**src/source/ptw_pkg.sv**
```systemverilog
package ptw_pkg;

  // ----------------------------------------
  // widths
  // ----------------------------------------
  // sv39 virtual address
  localparam int unsigned VLEN = 39;
  // physical address and page number
  localparam int unsigned PLEN = 56;
  localparam int unsigned PPNW = 44;
  localparam int unsigned PAGE_OFFSET_W = 12;
  // one vpn slice per level
  localparam int unsigned VPN_W = 9;
  localparam int unsigned ASID_W = 16;
  // index and tag together cover the whole physical address
  localparam int unsigned DCACHE_INDEX_W = 12;
  localparam int unsigned DCACHE_TAG_W = 44;
  localparam int unsigned PMP_ENTRIES = 4;

  // ----------------------------------------
  // page table types
  // ----------------------------------------
  // walk level, LVL1 maps 1G, LVL2 2M, LVL3 4K
  typedef enum logic [1:0] {
    LVL1,
    LVL2,
    LVL3
  } ptw_lvl_e;

  // sv39 pte, msb first
  typedef struct packed {
    logic [9:0]      reserved;
    logic [PPNW-1:0] ppn;
    logic [1:0]      rsw;
    logic            d;
    logic            a;
    logic            g;
    logic            u;
    logic            x;
    logic            w;
    logic            r;
    logic            v;
  } pte_t;

  // outcome of one pte lookup
  typedef enum logic [1:0] {
    PTE_POINTER,
    PTE_LEAF,
    PTE_FAULT
  } pte_verdict_e;

  // one walk request from the miss selection
  typedef struct packed {
    logic              valid;
    logic [VLEN-1:0]   vaddr;
    logic              is_instr;
    logic [ASID_W-1:0] asid;
    logic [PPNW-1:0]   root_ppn;
  } walk_req_t;

  // ----------------------------------------
  // memory port
  // ----------------------------------------
  typedef struct packed {
    logic                      data_req;
    logic                      tag_valid;
    logic [DCACHE_INDEX_W-1:0] address_index;
    logic [DCACHE_TAG_W-1:0]   address_tag;
  } mem_req_t;

  typedef struct packed {
    logic        data_gnt;
    logic        data_rvalid;
    logic [63:0] data_rdata;
  } mem_rsp_t;

  // tlb fill, vpn is vaddr[38:12]
  typedef struct packed {
    logic              valid;
    logic [26:0]       vpn;
    logic [ASID_W-1:0] asid;
    logic              is_2m;
    logic              is_1g;
    pte_t              content;
  } tlb_update_t;

  // ----------------------------------------
  // pmp
  // ----------------------------------------
  // encoded as the A field of pmpcfg
  typedef enum logic [1:0] {
    OFF   = 2'b00,
    TOR   = 2'b01,
    NAPOT = 2'b11
  } pmp_mode_e;

  typedef struct packed {
    logic      r;
    logic      w;
    logic      x;
    pmp_mode_e mode;
  } pmp_cfg_t;

endpackage
```
**src/source/ptw_top.sv**
```systemverilog
module ptw_top
  import ptw_pkg::*;
(
  input  logic                             clk_i,
  input  logic                             rst_ni,
  // tlb side
  input  logic                             itlb_access_i,
  input  logic                             itlb_hit_i,
  input  logic [VLEN-1:0]                  itlb_vaddr_i,
  input  logic                             dtlb_access_i,
  input  logic                             dtlb_hit_i,
  input  logic [VLEN-1:0]                  dtlb_vaddr_i,
  // control and status
  input  logic                             enable_translation_i,
  input  logic                             en_ld_st_translation_i,
  input  logic [PPNW-1:0]                  satp_ppn_i,
  input  logic [ASID_W-1:0]                asid_i,
  input  logic                             mxr_i,
  input  logic                             lsu_is_store_i,
  input  logic                             flush_i,
  // pmp
  input  pmp_cfg_t [PMP_ENTRIES-1:0]       pmpcfg_i,
  input  logic [PMP_ENTRIES-1:0][PLEN-3:0] pmpaddr_i,
  // memory
  input  mem_rsp_t                         mem_rsp_i,
  output mem_req_t                         mem_req_o,
  // results
  output tlb_update_t                      itlb_update_o,
  output tlb_update_t                      dtlb_update_o,
  output logic [VLEN-1:0]                  update_vaddr_o,
  output logic                             ptw_active_o,
  output logic                             walking_instr_o,
  output logic                             ptw_error_o,
  output logic                             ptw_access_exception_o,
  output logic [PLEN-1:0]                  bad_paddr_o,
  output logic                             itlb_miss_o,
  output logic                             dtlb_miss_o
);

  walk_req_t       walk_req;
  logic            idle;
  pte_t            pte;
  ptw_lvl_e        lvl;
  logic            is_instr;
  logic            is_store;
  pte_verdict_e    verdict;
  logic [PLEN-1:0] pptr;
  logic            allow;

  miss_select u_miss_select (
    .itlb_access_i          (itlb_access_i),
    .itlb_hit_i             (itlb_hit_i),
    .itlb_vaddr_i           (itlb_vaddr_i),
    .dtlb_access_i          (dtlb_access_i),
    .dtlb_hit_i             (dtlb_hit_i),
    .dtlb_vaddr_i           (dtlb_vaddr_i),
    .enable_translation_i   (enable_translation_i),
    .en_ld_st_translation_i (en_ld_st_translation_i),
    .satp_ppn_i             (satp_ppn_i),
    .asid_i                 (asid_i),
    .idle_i                 (idle),
    .walk_req_o             (walk_req),
    .itlb_miss_o            (itlb_miss_o),
    .dtlb_miss_o            (dtlb_miss_o)
  );

  ptw_walker u_walker (
    .clk_i                  (clk_i),
    .rst_ni                 (rst_ni),
    .flush_i                (flush_i),
    .walk_req_i             (walk_req),
    .mem_rsp_i              (mem_rsp_i),
    .verdict_i              (verdict),
    .allow_i                (allow),
    .lsu_is_store_i         (lsu_is_store_i),
    .mem_req_o              (mem_req_o),
    .pte_o                  (pte),
    .lvl_o                  (lvl),
    .is_instr_o             (is_instr),
    .is_store_o             (is_store),
    .pptr_o                 (pptr),
    .idle_o                 (idle),
    .itlb_update_o          (itlb_update_o),
    .dtlb_update_o          (dtlb_update_o),
    .update_vaddr_o         (update_vaddr_o),
    .ptw_active_o           (ptw_active_o),
    .walking_instr_o        (walking_instr_o),
    .ptw_error_o            (ptw_error_o),
    .ptw_access_exception_o (ptw_access_exception_o),
    .bad_paddr_o            (bad_paddr_o)
  );

  pte_check u_pte_check (
    .pte_i      (pte),
    .lvl_i      (lvl),
    .is_instr_i (is_instr),
    .is_store_i (is_store),
    .mxr_i      (mxr_i),
    .verdict_o  (verdict)
  );

  // pte fetches are checked as s-mode reads
  pmp_check u_pmp_check (
    .addr_i    (pptr),
    .cfg_i     (pmpcfg_i),
    .pmpaddr_i (pmpaddr_i),
    .allow_o   (allow)
  );

endmodule

```
**src/source/ptw_walker.sv**
```systemverilog
module ptw_walker
  import ptw_pkg::*;
(
  input  logic            clk_i,
  input  logic            rst_ni,
  input  logic            flush_i,
  input  walk_req_t       walk_req_i,
  input  mem_rsp_t        mem_rsp_i,
  input  pte_verdict_e    verdict_i,
  input  logic            allow_i,
  input  logic            lsu_is_store_i,
  output mem_req_t        mem_req_o,
  output pte_t            pte_o,
  output ptw_lvl_e        lvl_o,
  output logic            is_instr_o,
  output logic            is_store_o,
  output logic [PLEN-1:0] pptr_o,
  output logic            idle_o,
  output tlb_update_t     itlb_update_o,
  output tlb_update_t     dtlb_update_o,
  output logic [VLEN-1:0] update_vaddr_o,
  output logic            ptw_active_o,
  output logic            walking_instr_o,
  output logic            ptw_error_o,
  output logic            ptw_access_exception_o,
  output logic [PLEN-1:0] bad_paddr_o
);

  typedef enum logic [2:0] {
    IDLE,
    WAIT_GRANT,
    PTE_LOOKUP,
    WAIT_RVALID,
    PROPAGATE_ERROR,
    PROPAGATE_ACCESS_ERROR
  } state_e;

  state_e            state_q, state_d;
  ptw_lvl_e          lvl_q, lvl_d;
  logic              is_instr_q, is_instr_d;
  // g seen anywhere on the path
  logic              global_q, global_d;
  logic              tag_valid_q, tag_valid_d;
  // walk was flushed while a grant or data is owed
  logic              abandon_q, abandon_d;
  // registered memory response
  logic              data_rvalid_q;
  logic [63:0]       data_rdata_q;
  logic [ASID_W-1:0] asid_q, asid_d;
  logic [VLEN-1:0]   vaddr_q, vaddr_d;
  // address of the pte being fetched
  logic [PLEN-1:0]   pptr_q, pptr_d;
  pte_t              pte;
  logic [VPN_W-1:0]  vpn_slice;
  logic              update_valid;
  tlb_update_t       update;

  assign pte = pte_t'(data_rdata_q);

  // vaddr slice for the level below the current one
  assign vpn_slice = (lvl_q == LVL1) ? vaddr_q[29:21] : vaddr_q[20:12];

  // ----------------------------------------
  // memory port
  // ----------------------------------------
  // request held in WAIT_GRANT until granted
  assign mem_req_o.data_req      = (state_q == WAIT_GRANT);
  assign mem_req_o.tag_valid     = tag_valid_q;
  assign mem_req_o.address_index = pptr_q[DCACHE_INDEX_W-1:0];
  assign mem_req_o.address_tag   = pptr_q[DCACHE_INDEX_W+DCACHE_TAG_W-1:DCACHE_INDEX_W];

  // to pte and pmp checks
  assign pte_o      = pte;
  assign lvl_o      = lvl_q;
  assign is_instr_o = is_instr_q;
  // only data walks carry the store check
  assign is_store_o = lsu_is_store_i & ~is_instr_q;
  assign pptr_o     = pptr_q;
  // no new walk in a flush cycle
  assign idle_o     = (state_q == IDLE) & ~flush_i;

  // status and error pulses
  assign update_vaddr_o         = vaddr_q;
  assign ptw_active_o           = (state_q != IDLE);
  assign walking_instr_o        = is_instr_q;
  assign ptw_error_o            = (state_q == PROPAGATE_ERROR) & ~flush_i;
  assign ptw_access_exception_o = (state_q == PROPAGATE_ACCESS_ERROR) & ~flush_i;
  // failing pte address only during the access fault
  assign bad_paddr_o            = ptw_access_exception_o ? pptr_q : '0;

  // ----------------------------------------
  // tlb update
  // ----------------------------------------
  always_comb begin
    update.valid     = 1'b0;
    update.vpn       = vaddr_q[38:12];
    update.asid      = asid_q;
    update.is_2m     = (lvl_q == LVL2);
    update.is_1g     = (lvl_q == LVL1);
    update.content   = pte;
    // fold in the global bit of the upper levels
    update.content.g = pte.g | global_q;

    itlb_update_o       = update;
    itlb_update_o.valid = update_valid & is_instr_q;
    dtlb_update_o       = update;
    dtlb_update_o.valid = update_valid & ~is_instr_q;
  end

  // ----------------------------------------
  // walk fsm
  // ----------------------------------------
  always_comb begin
    state_d      = state_q;
    lvl_d        = lvl_q;
    is_instr_d   = is_instr_q;
    global_d     = global_q;
    tag_valid_d  = 1'b0;
    abandon_d    = abandon_q;
    asid_d       = asid_q;
    vaddr_d      = vaddr_q;
    pptr_d       = pptr_q;
    update_valid = 1'b0;

    unique case (state_q)
      IDLE: begin
        // every walk starts at the root table
        lvl_d     = LVL1;
        global_d  = 1'b0;
        abandon_d = 1'b0;
        if (walk_req_i.valid) begin
          is_instr_d = walk_req_i.is_instr;
          asid_d     = walk_req_i.asid;
          vaddr_d    = walk_req_i.vaddr;
          pptr_d     = {walk_req_i.root_ppn, walk_req_i.vaddr[38:30], 3'b000};
          state_d    = WAIT_GRANT;
        end
      end
      WAIT_GRANT: begin
        if (mem_rsp_i.data_gnt) begin
          // tag follows one cycle after grant
          tag_valid_d = 1'b1;
          state_d     = abandon_q ? WAIT_RVALID : PTE_LOOKUP;
        end
      end
      PTE_LOOKUP: begin
        if (data_rvalid_q) begin
          global_d = global_q | pte.g;
          if (!allow_i) begin
            // pptr kept for bad_paddr_o
            state_d = PROPAGATE_ACCESS_ERROR;
          end else begin
            unique case (verdict_i)
              PTE_LEAF: begin
                update_valid = 1'b1;
                state_d      = IDLE;
              end
              PTE_POINTER: begin
                lvl_d   = (lvl_q == LVL1) ? LVL2 : LVL3;
                pptr_d  = {pte.ppn, vpn_slice, 3'b000};
                state_d = WAIT_GRANT;
              end
              default: begin
                state_d = PROPAGATE_ERROR;
              end
            endcase
          end
        end
      end
      WAIT_RVALID: begin
        if (data_rvalid_q) begin
          state_d = IDLE;
        end
      end
      // error states pulse for one cycle
      default: begin
        state_d = IDLE;
      end
    endcase

    // flush drops the walk but settles any owed grant or data
    if (flush_i) begin
      update_valid = 1'b0;
      unique case (state_q)
        WAIT_GRANT: begin
          abandon_d = 1'b1;
          state_d   = mem_rsp_i.data_gnt ? WAIT_RVALID : WAIT_GRANT;
        end
        PTE_LOOKUP, WAIT_RVALID: begin
          state_d = data_rvalid_q ? IDLE : WAIT_RVALID;
        end
        default: begin
          state_d = IDLE;
        end
      endcase
    end
  end

  // ----------------------------------------
  // registers
  // ----------------------------------------
  always_ff @(posedge clk_i or negedge rst_ni) begin
    if (!rst_ni) begin
      state_q       <= IDLE;
      lvl_q         <= LVL1;
      is_instr_q    <= 1'b0;
      global_q      <= 1'b0;
      tag_valid_q   <= 1'b0;
      abandon_q     <= 1'b0;
      data_rvalid_q <= 1'b0;
    end else begin
      state_q       <= state_d;
      lvl_q         <= lvl_d;
      is_instr_q    <= is_instr_d;
      global_q      <= global_d;
      tag_valid_q   <= tag_valid_d;
      abandon_q     <= abandon_d;
      data_rvalid_q <= mem_rsp_i.data_rvalid;
    end
  end

  // walk payload
  always_ff @(posedge clk_i) begin
    data_rdata_q <= mem_rsp_i.data_rdata;
    asid_q       <= asid_d;
    vaddr_q      <= vaddr_d;
    pptr_q       <= pptr_d;
  end

endmodule

```
**src/source/pmp_check.sv**
```systemverilog
module pmp_check
  import ptw_pkg::*;
(
  input  logic [PLEN-1:0]                     addr_i,
  input  pmp_cfg_t [PMP_ENTRIES-1:0]          cfg_i,
  input  logic [PMP_ENTRIES-1:0][PLEN-3:0]    pmpaddr_i,
  output logic                                allow_o
);

  logic [PMP_ENTRIES-1:0] match;

  // ----------------------------------------
  // per entry address match
  // ----------------------------------------
  always_comb begin
    logic [PLEN-1:0] lower;
    logic [PLEN-1:0] upper;
    logic [PLEN-3:0] ones;

    // entry 0 tor starts at address zero
    lower = '0;
    for (int i = 0; i < PMP_ENTRIES; i++) begin
      upper = {pmpaddr_i[i], 2'b00};
      // trailing ones plus the next bit set
      ones  = pmpaddr_i[i] ^ (pmpaddr_i[i] + 1'b1);
      unique case (cfg_i[i].mode)
        TOR: begin
          match[i] = (addr_i >= lower) && (addr_i < upper);
        end
        NAPOT: begin
          // region of 2^(k+3) bytes for k trailing ones
          match[i] = ((addr_i ^ upper) & ~{ones, 2'b11}) == '0;
        end
        default: begin
          match[i] = 1'b0;
        end
      endcase
      // next tor entry starts here
      lower = upper;
    end
  end

  // ----------------------------------------
  // priority, lowest entry wins
  // ----------------------------------------
  always_comb begin
    // s-mode read with no match is denied
    allow_o = 1'b0;
    for (int i = PMP_ENTRIES - 1; i >= 0; i--) begin
      if (match[i]) begin
        allow_o = cfg_i[i].r;
      end
    end
  end

endmodule

```
**src/source/pte_check.sv**
```systemverilog
module pte_check
  import ptw_pkg::*;
(
  input  pte_t         pte_i,
  input  ptw_lvl_e     lvl_i,
  input  logic         is_instr_i,
  input  logic         is_store_i,
  input  logic         mxr_i,
  output pte_verdict_e verdict_o
);

  logic is_leaf;
  logic misaligned;

  // r or x marks a leaf, otherwise a pointer
  assign is_leaf = pte_i.r | pte_i.x;

  // superpage ppn must have its low bits clear
  assign misaligned = ((lvl_i == LVL1) && (pte_i.ppn[17:0] != '0)) ||
                      ((lvl_i == LVL2) && (pte_i.ppn[8:0] != '0));

  always_comb begin
    verdict_o = is_leaf ? PTE_LEAF : PTE_POINTER;

    if (!pte_i.v || (!pte_i.r && pte_i.w)) begin
      // invalid or write-only
      verdict_o = PTE_FAULT;
    end else if (is_leaf) begin
      if (is_instr_i) begin
        // fetch needs x and the accessed flag
        if (!pte_i.x || !pte_i.a) begin
          verdict_o = PTE_FAULT;
        end
      end else begin
        // load needs r, or x together with mxr
        if (!pte_i.a || !(pte_i.r || (pte_i.x && mxr_i))) begin
          verdict_o = PTE_FAULT;
        end
        // store also needs w and dirty
        if (is_store_i && (!pte_i.w || !pte_i.d)) begin
          verdict_o = PTE_FAULT;
        end
      end
      if (misaligned) begin
        verdict_o = PTE_FAULT;
      end
    end else begin
      // a, d, u are reserved on pointers
      if (pte_i.a || pte_i.d || pte_i.u) begin
        verdict_o = PTE_FAULT;
      end
      // no level below LVL3
      if (lvl_i == LVL3) begin
        verdict_o = PTE_FAULT;
      end
    end
  end

endmodule

```
**src/source/miss_select.sv**
```systemverilog
module miss_select
  import ptw_pkg::*;
(
  input  logic              itlb_access_i,
  input  logic              itlb_hit_i,
  input  logic [VLEN-1:0]   itlb_vaddr_i,
  input  logic              dtlb_access_i,
  input  logic              dtlb_hit_i,
  input  logic [VLEN-1:0]   dtlb_vaddr_i,
  input  logic              enable_translation_i,
  input  logic              en_ld_st_translation_i,
  input  logic [PPNW-1:0]   satp_ppn_i,
  input  logic [ASID_W-1:0] asid_i,
  input  logic              idle_i,
  output walk_req_t         walk_req_o,
  output logic              itlb_miss_o,
  output logic              dtlb_miss_o
);

  logic dtlb_miss;
  logic itlb_miss;

  // data side misses whenever load/store translation is on
  assign dtlb_miss = en_ld_st_translation_i & dtlb_access_i & ~dtlb_hit_i;

  // fetch miss only counts in a cycle without any data access
  assign itlb_miss = enable_translation_i & itlb_access_i & ~itlb_hit_i & ~dtlb_access_i;

  // strobes only while the walker can take the request
  assign dtlb_miss_o = idle_i & dtlb_miss;
  assign itlb_miss_o = idle_i & itlb_miss & ~dtlb_miss;

  always_comb begin
    walk_req_o.valid    = dtlb_miss_o | itlb_miss_o;
    // data miss has priority
    walk_req_o.is_instr = ~dtlb_miss;
    walk_req_o.vaddr    = dtlb_miss ? dtlb_vaddr_i : itlb_vaddr_i;
    walk_req_o.asid     = asid_i;
    // walk always starts at the satp root
    walk_req_o.root_ppn = satp_ppn_i;
  end

endmodule

```
**config.mk**
```make
export PLATFORM = sky130hd
export DESIGN_NAME = ptw_top
export DESIGN_NICKNAME = d
export VERILOG_FILES = /design/src/source/ptw_pkg.sv /design/src/source/ptw_top.sv /design/src/source/ptw_walker.sv /design/src/source/pmp_check.sv /design/src/source/pte_check.sv /design/src/source/miss_select.sv
export SDC_FILE = /design/constraint.sdc
export NUM_CORES = 1
export LEC_CHECK = 0
export ABC_AREA = 1
export BUFFER_PORTS_ARGS = -buffer_cell sky130_fd_sc_hd__buf_2
export CAP_MARGIN = 30
export CELL_PAD_IN_SITES_DETAIL_PLACEMENT = 2
export CELL_PAD_IN_SITES_GLOBAL_PLACEMENT = 2
export CORE_AREA = 3 3 321 323
export CTS_BUF_LIST = sky130_fd_sc_hd__clkbuf_4
export DETAILED_ROUTE_END_ITERATION = 6
export DIE_AREA = 0 0 324 326
export HOLD_SLACK_MARGIN = 0.05
export PLACE_DENSITY_LB_ADDON = 0.1
export SYNTH_ARGS = -nofsm -noshare
export SYNTH_HDL_FRONTEND = slang
export SYNTH_SLANG_ARGS = --single-unit
```
**constraint.sdc**
```tcl
create_clock -name clk_i -period 8.7 [get_ports clk_i]
set_input_delay 1.305 -clock clk_i [delete_from_list [all_inputs] [get_ports clk_i]]
set_output_delay 1.305 -clock clk_i [all_outputs]
set_load 0.05 [all_outputs]
```
==> results by group, run 1 <==
Logic synthesis
  – Cells after Synth: 3074
  – Avg Cell Area, Syn: 6.42 um2
  – Yosys cell types: 48
  – Mapped cell area: 0.0197 mm2
  – Number of synthesized register bits: 182
  – Main synth FF type: edfxtp_1
  – Number of synthesized flops with an enable pin: 108
  – Fraction of registers with async set/reset: 0.0549
  – Yosys warns: 0
  – Seq/Total Area, Yosys: 0.242

Global routing
  – Grt peak-use layer: met2
  – Vias in the first global route: 23900
  – All-Layer GR Usage: 0.246
  – GRT overflow: 0
  – Global-route met1 utilization: 0.331
  – Antenna violations before repair: 62
  – First-pass GRT wire length: 182000 um
  – Pin count of the biggest net entering global routing: 67
  – Met3 usage in global routing: 0.0385
  – Met2 Track Usage GR: 0.421

Clock network
  – Clock buffer depth: 2
  – Clock Sinks: 182
  – Post-CTS Setup Repair Bufs: 0
  – CTS tree: built
  – Worst-Skew Late Latency: 0.78 ns
  – Post-CTS Resized: 0
  – Clock-pin slew on the worst setup and hold paths: 0.21 ns
  – Clock Tree Root: clkbuf_4
  – Num CTS Buffers: 17
  – Cts hold-fix bufs: 0
  – H-tree Lvls: 4

Setup path
  – Crit path top cell by count: nand3_1
  – Critical path type: flop to output pin
  – CP max FO: 6
  – Crit-path slowest cell: edfxtp_1
  – Crit-path cells: ha_1, a21oi_1, o21ai_0, o21ai_0, nand2_1, nand3_1, nand3_1, nand3_1, a21oi_1, nor2_1, nand2_2, nand2_2, nand3_1, nor2_1, buf_2
  – Startpoint types: flop
  – Worst EP arrival: 4.70 ns
  – CP Capture Type: output pin
  – Register-to-Register Path Depth: 15
  – Worst Path Required: 7.39 ns
  – Largest stage delay, worst path: 1.04 ns

STA
  – Max-slew violation count: 0
  – Fin crit share: 0.690
  – Hold Slack: 0.355 ns
  – Rel. slew slack: 0.338
  – Final min period: 6.00 ns
  – Fin. Hold Viols: 0
  – Final setup vio count: 0
  – Clock Skew: 0.0534 ns
  – RSZ-0062 raised after global routing: false
  – Actual slew at the worst max-slew pin: 0.992 ns
  – Sum Neg Setup Slack: 0 ns
  – Peak Freq: 0.167 GHz

Final layout
  – Fin area: 0.0244 mm2
  – Area of the multi-input gates: 0.0115 mm2
  – Share of layout cells above drive strength 1: 0.254
  – Commonest non-fill, non-tap cell in the layout: nand2_1
  – Layout area overhead: 23.8%
  – Most frequent cells in the layout: nand2_1 (861), buf_2 (815), inv_1 (498), nor2_1 (485), ha_1 (216)
  – Storage cell area: 0.00477 mm2
  – Fin util: 0.244
  – Final #Nets: 4369
  – # fillers: 12500

Floorplanning
  – Die Ht: 326 um
  – Die area: 0.106 mm2
  – Row count: 116
  – Die width: 324 um
  – Starting Density: 0.197
  – I/O pin cnt: 830
  – Core area: 0.100 mm2

Placement
  – Buffers on Ports: 815
  – Area of placed instances: 0.0241 mm2
  – GPL Wtd Cong: 0.880
  – DPL Wire Length: 115000 um

Pwr
  – Internal power: 2.28 mW
  – Switch Pwr: 3.26 mW
  – Leak Pwr: 12.8 nW
  – Power density cells: 226 mW/mm2
  – Overall Power: 5.53 mW
  – Clock power frac: 0.103
  – Sw Share: 0.588
  – Comb pwr share: 0.575
  – Worst vdd ir: 112 uV
  – Seq pwr share: 0.322

Job
  – Max Cap Violations: 0

Status
  – Outcome: finished, final reports clean

Drt
  – Routed vias: 22400
  – Final WL: 133000 um
  – DR DRC count: 0
  – Post-DRT Antenna Nets: 0
  – WL per Instance: 26.3 um
  – Vias/cell: 4.46
  – Pre-antenna DRT Iters: 5
  – Iter 0 DRT Violations: 1114

Hold path
  – HP Class: input port to async pin
worst max-delay path: cells and delay by family, from the launching register on:
| family | cells | cell delay (ns) |
|---|---|---|
| AO/OA/AOI/OAI | 4 | 0.68 |
| adder cells (fa/ha/maj) | 1 | 0.45 |
| buffers and inverters | 1 | 0.29 |
| flip-flops | 1 | 1.04 |
| AND/OR/NAND/NOR | 9 | 1.46 |
synth_stat cells, drive strengths merged, types with 39 or more instances:
cell	count	share of area
nand2	869	0.17
inv	500	0.095
nor2	500	0.098
buf	217	0.081
ha	216	0.14
a21oi	114	0.029
edfxtp	108	0.16
nand3	103	0.027
o21ai	77	0.020
nor3	72	0.020
dfxtp	64	0.065
nand4	50	0.016
mux2	39	0.022
metal layers:
layer  vias to the layer above  wire length, um
met5                         -              178
met2                       509            63700
li1                      10900                -
met4                        26             1240
met1                     10900            61700
met3                        92             5840
layout make-up:
| type | count | area share |
|---|---|---|
| diodes | 24 | 0.00246 |
| clock buffers | 19 | 0.00584 |
| clock inverters | 13 | 0.00737 |
| inverters | 501 | 0.0769 |
| multi-input cells | 2169 | 0.471 |
| flip-flops and latches | 182 | 0.195 |
| well taps | 1298 | 0.0664 |
| repair buffers | 831 | 0.175 |
kinds of logic (layout without fill, tap and decap cells):
kind of cell | after synthesis | after routing | share of synthesized area
adders and majority gates | 216 | 216 | 0.137
other | 1 | 30 | 0.000190
muxes | 39 | 39 | 0.0222
buffers and inverters | 728 | 1364 | 0.178
AOI/OAI and AO/OA | 282 | 282 | 0.0829
xor gates and xnor gates | 1 | 1 | 0.000444
and+or+nand+nor | 1625 | 1625 | 0.338
DFF | 182 | 182 | 0.242
through the flow:
step,worst slack [ns],instances
2_1_floorplan,0.0156,3079
3_3_place_gp,2.81,4975
3_5_place_dp,2.80,4981
4_1_cts,2.52,5013
5_1_grt,2.34,5024
6_report,2.70,5037
registers in the layout, indices dropped and copies added (netlist names):
| name | count |
|---|---|
| u_walker.is_instr_o | 1 |
| u_walker.data_rvalid_q | 1 |
| u_walker.pptr_o | 53 |
| u_walker.lvl_o | 2 |
| u_walker.pte_o | 64 |
| u_walker.global_q | 1 |
| u_walker.abandon_q | 1 |
| u_walker.tag_valid_q | 1 |
| u_walker.asid_q | 16 |
| u_walker.update_vaddr_o | 39 |
| u_walker.state_q | 3 |
worst paths after layout:
kind,start,end,slack [ns]
worst max-delay path,u_walker.pptr_o[29],dtlb_update_o[109],2.70
worst min-delay path,rst_ni,u_walker.state_q[1],0.35
worst max register to register,u_walker.pptr_o[29],u_walker.pptr_o[45],3.98
worst min register to register,u_walker.pte_o[5],u_walker.global_q,0.51
max in group asynchronous,rst_ni,u_walker.lvl_o[0],8.11
min in group clk_i,u_walker.pte_o[5],u_walker.global_q,0.51
power by group through the flow:
stage / logic, mW / registers (mW) / clock network [mW]
after floorplan: 1.76 / 1.71 / 0
after global placement: 3.09 / 1.90 / 0
after detailed placement: 3.23 / 1.85 / 0
after CTS: 3.24 / 1.83 / 0.604
after global routing: 3.56 / 1.81 / 0.626
final: 3.18 / 1.78 / 0.572
No activity file was read; power rests on OpenSTA's default activity.
==> inputs of run 2 (changes only) <==
clock period = 5.7 ns   (was 8.7 ns; I/O delays follow)
==> results by group, run 2 (synthesis gave the netlist of run 1 again) <==
Setup path
  – Critical path type: flop to output pin
  – Worst Path Required: 4.85 ns
  – Worst EP arrival: 4.52 ns
  – CP max FO: 6
  – Startpoint types: flop
  – CP Capture Type: output pin

Final layout
  – Fin area: 0.0252 mm2
  – # fillers: 12500
  – Share of layout cells above drive strength 1: 0.258
  – Most frequent cells in the layout: nand2_1 (861), buf_2 (815), inv_1 (498), nor2_1 (485), ha_1 (216)
  – Final #Nets: 4449
  – Fin util: 0.252
  – Max FFs per register: 64
  – Layout area overhead: 27.7%
  – Commonest non-fill, non-tap cell in the layout: nand2_1
  – Final non-filler cell total: 5121

Placement
  – Placed cells: 4998
  – Dpl ws: 0.761 ns
  – DPL Wire Length: 117000 um
  – Buffers on Ports: 815
  – GPL Wtd Cong: 0.887
  – Area of placed instances: 0.0242 mm2

STA
  – Final setup vio count: 0
  – Clock Skew: 0.0568 ns
  – Max-slew violation count: 0
  – Final min period: 5.37 ns
  – Fin crit share: 0.943
  – Peak Freq: 0.186 GHz
  – Rel. slew slack: 0.378
  – Actual slew at the worst max-slew pin: 0.932 ns
  – Final setup margin: 0.327 ns
  – Fin. Hold Viols: 0

Clock network
  – Worst-Skew Late Latency: 0.78 ns
  – Num CTS Buffers: 17
  – Clock buffer depth: 2
  – CTS tree: built
  – Post-CTS Resized: 0
  – Clock-pin slew on the worst setup and hold paths: 0.19 ns
  – Clock Tree Root: clkbuf_4
  – Clock Sinks: 182
  – H-tree Lvls: 4

Pwr
  – Leak Pwr: 13.2 nW
  – Worst vdd ir: 159 uV
  – Overall Power: 8.69 mW
  – Power density cells: 345 mW/mm2

Drt
  – DR DRC count: 0
  – Final WL: 134000 um
  – Routed vias: 22800
  – Post-DRT Antenna Nets: 0
  – Iter 0 DRT Violations: 1213
  – Vias/cell: 4.46
  – WL per Instance: 26.2 um
  – Pre-antenna DRT Iters: 5

Status
  – Outcome: finished, final reports clean

Job
  – Max Cap Violations: 0

Floorplanning
  – Die width: 324 um
  – Die Ht: 326 um
  – Row count: 116
  – Starting Density: 0.197
  – Die area: 0.106 mm2
  – I/O pin cnt: 830
  – Core area: 0.100 mm2

Global routing
  – Antenna violations before repair: 57
  – GRT overflow: 0
  – Pin count of the biggest net entering global routing: 67
  – All-Layer GR Usage: 0.248
  – First-pass GRT wire length: 183000 um
  – Vias in the first global route: 24200

Hold path
  – HP Class: input port to flop
run 2: changes by cell type in the layout (fill, tap and decap cells not counted), sizes merged:
cell	before	now
diode	24	28
clkbuf	19	17
buf	831	867
clkinv	6	7
dlygate4sd3	0	44
inv	507	508
run 2: stage by stage:
stage	hold WS (ns)	TNS (ns)
2_1_floorplan	0.454	0
3_3_place_gp	0.478	0
3_5_place_dp	0.492	0
4_1_cts	0.0503	0
5_1_grt	0.0963	-0.00732
6_report	0.188	0
run 2: worst max-delay path, cell delays in order (launching register included):
cell and delay, ns:
edfxtp_1 0.79, ha_1 0.47, inv_1 0.06, nor3_1 0.21, nor3b_1 0.37, nand2_1 0.16
nor2_1 0.14, nand2_1 0.06, nand3_1 0.16, nand3b_1 0.13, nand2_1 0.07, inv_1 0.06
nand3_1 0.05, nand2_1 0.18, nand2_2 0.17, nand2_2 0.14, nand3_1 0.14, nor2_1 0.12
buf_2 0.28
run 2: timing repair:
item | 4_1_cts | 5_1_grt
hold endpoints to repair | 53 | 0
endpoints found under the setup margin | 1 | 2
setup buffers | 3 | 16
hold buffers | 44 | 0
run 2: area by class of cell:
cell class | count | area [um2] | share of cell area
Sequential cell | 182 | 4770 | 0.189
Inverter | 501 | 1880 | 0.0746
Antenna cell | 28 | 70.1 | 0.00278
Clock inverter | 15 | 203 | 0.00804
Tap cell | 1298 | 1620 | 0.0644
Clock buffer | 17 | 128 | 0.00506
Timing Repair Buffer | 911 | 5020 | 0.199
Multi-Input combinational cell | 2169 | 11500 | 0.457
run 2: worst paths after layout:
path / cells past startpoint / endpoint / start / slack, ns
worst min register to register: 2 / u_walker.global_q / u_walker.pte_o[5] / 0.53
worst max-delay path: 18 / dtlb_update_o[109] / u_walker.pptr_o[45] / 0.33
worst min-delay path: 1 / u_walker.pte_o[26] / mem_rsp_i[26] / 0.19
min in group asynchronous: 2 / u_walker.is_instr_o / rst_ni / 0.47
worst max register to register: 18 / u_walker.pptr_o[45] / u_walker.pptr_o[45] / 1.33
max in group asynchronous: 2 / u_walker.lvl_o[0] / rst_ni / 5.01
run 2: metal layers:
layer / routed length [um] / track usage / vias to the layer above
met5: 158 / 0 / -
met4: 2210 / 0.0532 / 24
met3: 7740 / 0.0463 / 115
met2: 62400 / 0.408 / 636
met1: 61900 / 0.336 / 11000
li1: - / - / 11000
run 2: report_power, final:
part,leakage (nW),internal (mW),switching (mW)
Sequential,1.66,1.72,0.822
Clock,0.174,0.255,0.625
Combinational,11.3,1.65,3.62
==> inputs of run 3 (changes only) <==
--- a/config.mk
+++ b/config.mk
@@ -9,11 +9,12 @@
 export BUFFER_PORTS_ARGS = -buffer_cell sky130_fd_sc_hd__buf_2
 export CAP_MARGIN = 30
-export CELL_PAD_IN_SITES_DETAIL_PLACEMENT = 2
-export CELL_PAD_IN_SITES_GLOBAL_PLACEMENT = 2
-export CORE_AREA = 3 3 321 323
+export CELL_PAD_IN_SITES_DETAIL_PLACEMENT = 0
+export CELL_PAD_IN_SITES_GLOBAL_PLACEMENT = 1
+export CORE_AREA = 3 3 319 321
 export CTS_BUF_LIST = sky130_fd_sc_hd__clkbuf_4
 export DETAILED_ROUTE_END_ITERATION = 6
-export DIE_AREA = 0 0 324 326
+export DIE_AREA = 0 0 322 324
 export HOLD_SLACK_MARGIN = 0.05
+export MAX_ROUTING_LAYER = met4
 export PLACE_DENSITY_LB_ADDON = 0.1
 export SYNTH_ARGS = -nofsm -noshare
==> constraint.sdc (replaced) <==
create_clock -name clk_i -period 5.7 [get_ports clk_i]
set_input_delay 1.14 -clock clk_i [delete_from_list [all_inputs] [get_ports clk_i]]
set_output_delay 1.14 -clock clk_i [all_outputs]
set_load 0.05 [all_outputs]
==> results by group, run 3 (synthesis gave the netlist of run 1 again) <==
Placement
  – GPL Wtd Cong: 0.900
  – Buffers on Ports: 815
  – Dpl ws: 0.194 ns
  – DPL Wire Length: 111000 um

Final layout
  – Commonest non-fill, non-tap cell in the layout: nand2_1
  – Final #Nets: 4478
  – Area of the multi-input gates: 0.0115 mm2
  – # fillers: 11700
  – Storage cell area: 0.00477 mm2
  – Layout area overhead: 28.2%
  – Most frequent cells in the layout: nand2_1 (860), buf_2 (814), inv_1 (498), nor2_1 (485), ha_1 (216)
  – Share of layout cells above drive strength 1: 0.275
  – Max FFs per register: 64

Status
  – Outcome: finished, final reports clean

Global routing
  – Pin count of the biggest net entering global routing: 67
  – First-pass GRT wire length: 171000 um
  – Vias in the first global route: 22000
  – GRT overflow: 0
  – All-Layer GR Usage: 0.245
  – Antenna violations before repair: 54

Floorplanning
  – Starting Density: 0.198
  – Die area: 0.104 mm2
  – I/O pin cnt: 830
  – Core area: 0.0996 mm2
  – Row count: 116
  – Die Ht: 324 um
  – Die width: 322 um

Job
  – Max Cap Violations: 0

Setup path
  – Worst Setup SP: pmpaddr_i[13]
  – Largest stage delay, worst path: 0.33 ns
  – CP max FO: 3
  – FF-to-FF setup slack: 1.81 ns
  – Critical path type: input port to output pin
  – Crit-path slowest cell: ha_1
  – R2r endpoint: u_walker.pptr_o[45]
  – Crit-path cells: buf_2, inv_1, ha_1, nand2_1, nor2_1, nand4_1, nor3_1, nand2_1, nand3_1, nand2_1, nand3_1, nand3b_1, nand2_2, nor2_1, nand2_2, nand2_2, nand3_1, nor2_1, buf_2
  – Register-to-Register Path Depth: 15
  – Startpoint types: input port
  – R2r startpoint: u_walker.pptr_o[28]
  – Setup crit end: dtlb_update_o[109]
  – Worst Path Required: 4.56 ns
  – Worst EP arrival: 4.22 ns
  – CP Capture Type: output pin

Clock network
  – Clock Sinks: 182
  – Clock Tree Root: clkbuf_4
  – Clock-pin slew on the worst setup and hold paths: 0.20 ns
  – Num CTS Buffers: 17
  – H-tree Lvls: 4
  – Clock buffer depth: 2
  – Worst-Skew Late Latency: 0.75 ns
  – CTS tree: built

Hold path
  – HP Class: input port to async pin

Pwr
  – Overall Power: 8.77 mW
  – Leak Pwr: 13.3 nW
  – Worst vdd ir: 216 uV
  – Power density cells: 347 mW/mm2

STA
  – Actual slew at the worst max-slew pin: 0.879 ns
  – Hold Slack: 0.228 ns
  – Sum Neg Setup Slack: 0 ns
  – Fin. Hold Viols: 0
  – Final setup margin: 0.343 ns
  – Clock Skew: 0.0561 ns
  – Final min period: 5.36 ns
  – Final setup vio count: 0
  – Fin crit share: 0.940
  – RSZ-0062 raised after global routing: false
  – Max-slew violation count: 0
  – Peak Freq: 0.187 GHz
  – Rel. slew slack: 0.412

Drt
  – WL per Instance: 24.9 um
  – Iter 0 DRT Violations: 1478
  – Post-DRT Antenna Nets: 0
  – Routed vias: 22000
  – DR DRC count: 0
  – Vias/cell: 4.28
  – Final WL: 128000 um
  – Pre-antenna DRT Iters: 7
==> run 3: cell count changes in the layout (fill, tap and decap cells not counted), moves of 2 or more <==
cell | previous run | this run
inv_12 | 2 | 0
buf_8 | 2 | 0
buf_4 | 43 | 117
diode_2 | 28 | 26
dlygate4sd3_1 | 44 | 0
inv_6 | 2 | 4
buf_12 | 6 | 8
clkinv_8 | 4 | 2
clkbuf_4 | 17 | 19
==> run 3: power breakdown <==
part	switching [mW]	total (mW)	internal [mW]
combinational	3.99	5.83	1.84
sequential	0.392	2.11	1.72
clock	0.582	0.834	0.253
==> run 3: how the worst min path moves through the flow <==
stage	to	slack (ns)	cells after the start	startpoint
after detailed placement	u_walker.abandon_q	0.49	2	u_walker.abandon_q
after floorplan	u_walker.abandon_q	0.45	2	u_walker.abandon_q
final	u_walker.global_q	0.23	1	rst_ni
after CTS	u_walker.is_instr_o	0.14	1	rst_ni
after global routing	u_walker.global_q	0.15	1	rst_ni
after global placement	u_walker.global_q	0.47	2	u_walker.pte_o[5]
==> run 3: repair_timing <==
item,in CTS,in global routing
resized for setup,0,1
buffers inserted,48,19
hold buffers,0,0
gates cloned,0,0
endpoints found under the setup margin,2,2
pin swaps,0,0
==> run 3: cell type report <==
cell class              instances  share of cell area
diodes                         26             0.00257
clock buffers                  19             0.00564
clock inverters                13             0.00623
inverters                     501              0.0743
multi-input cells            2169               0.455
flip-flops and latches        182               0.189
well taps                    1298              0.0642
repair buffers                940               0.203
==> run 3: stage by stage <==
step / cell area, um2 / cells / utilization
floorplan: 19800 / 3079 / -
global placement: 24300 / 5021 / 0.244
detailed placement: 24400 / 5023 / 0.245
CTS: 25100 / 5103 / 0.252
global route: 25300 / 5144 / 0.254
finish: 25300 / 5148 / 0.254
==> run 3: worst max-delay path, delay by kind of cell <==
| kind | cells | cell delay [ns] |
|---|---|---|
| buf+inv | 3 | 0.53 |
| simple gates | 15 | 2.20 |
| fa+ha+maj | 1 | 0.33 |
==> run 3: metal layers <==
layer | vias up | routed length, um | track usage
met3 | 56 | 6700 | 0.0335
li1 | 11100 | - | -
met4 | 0 | 1210 | 0.0318
met5 | - | 0 | -
met2 | 658 | 61200 | 0.407
met1 | 10200 | 59100 | 0.326
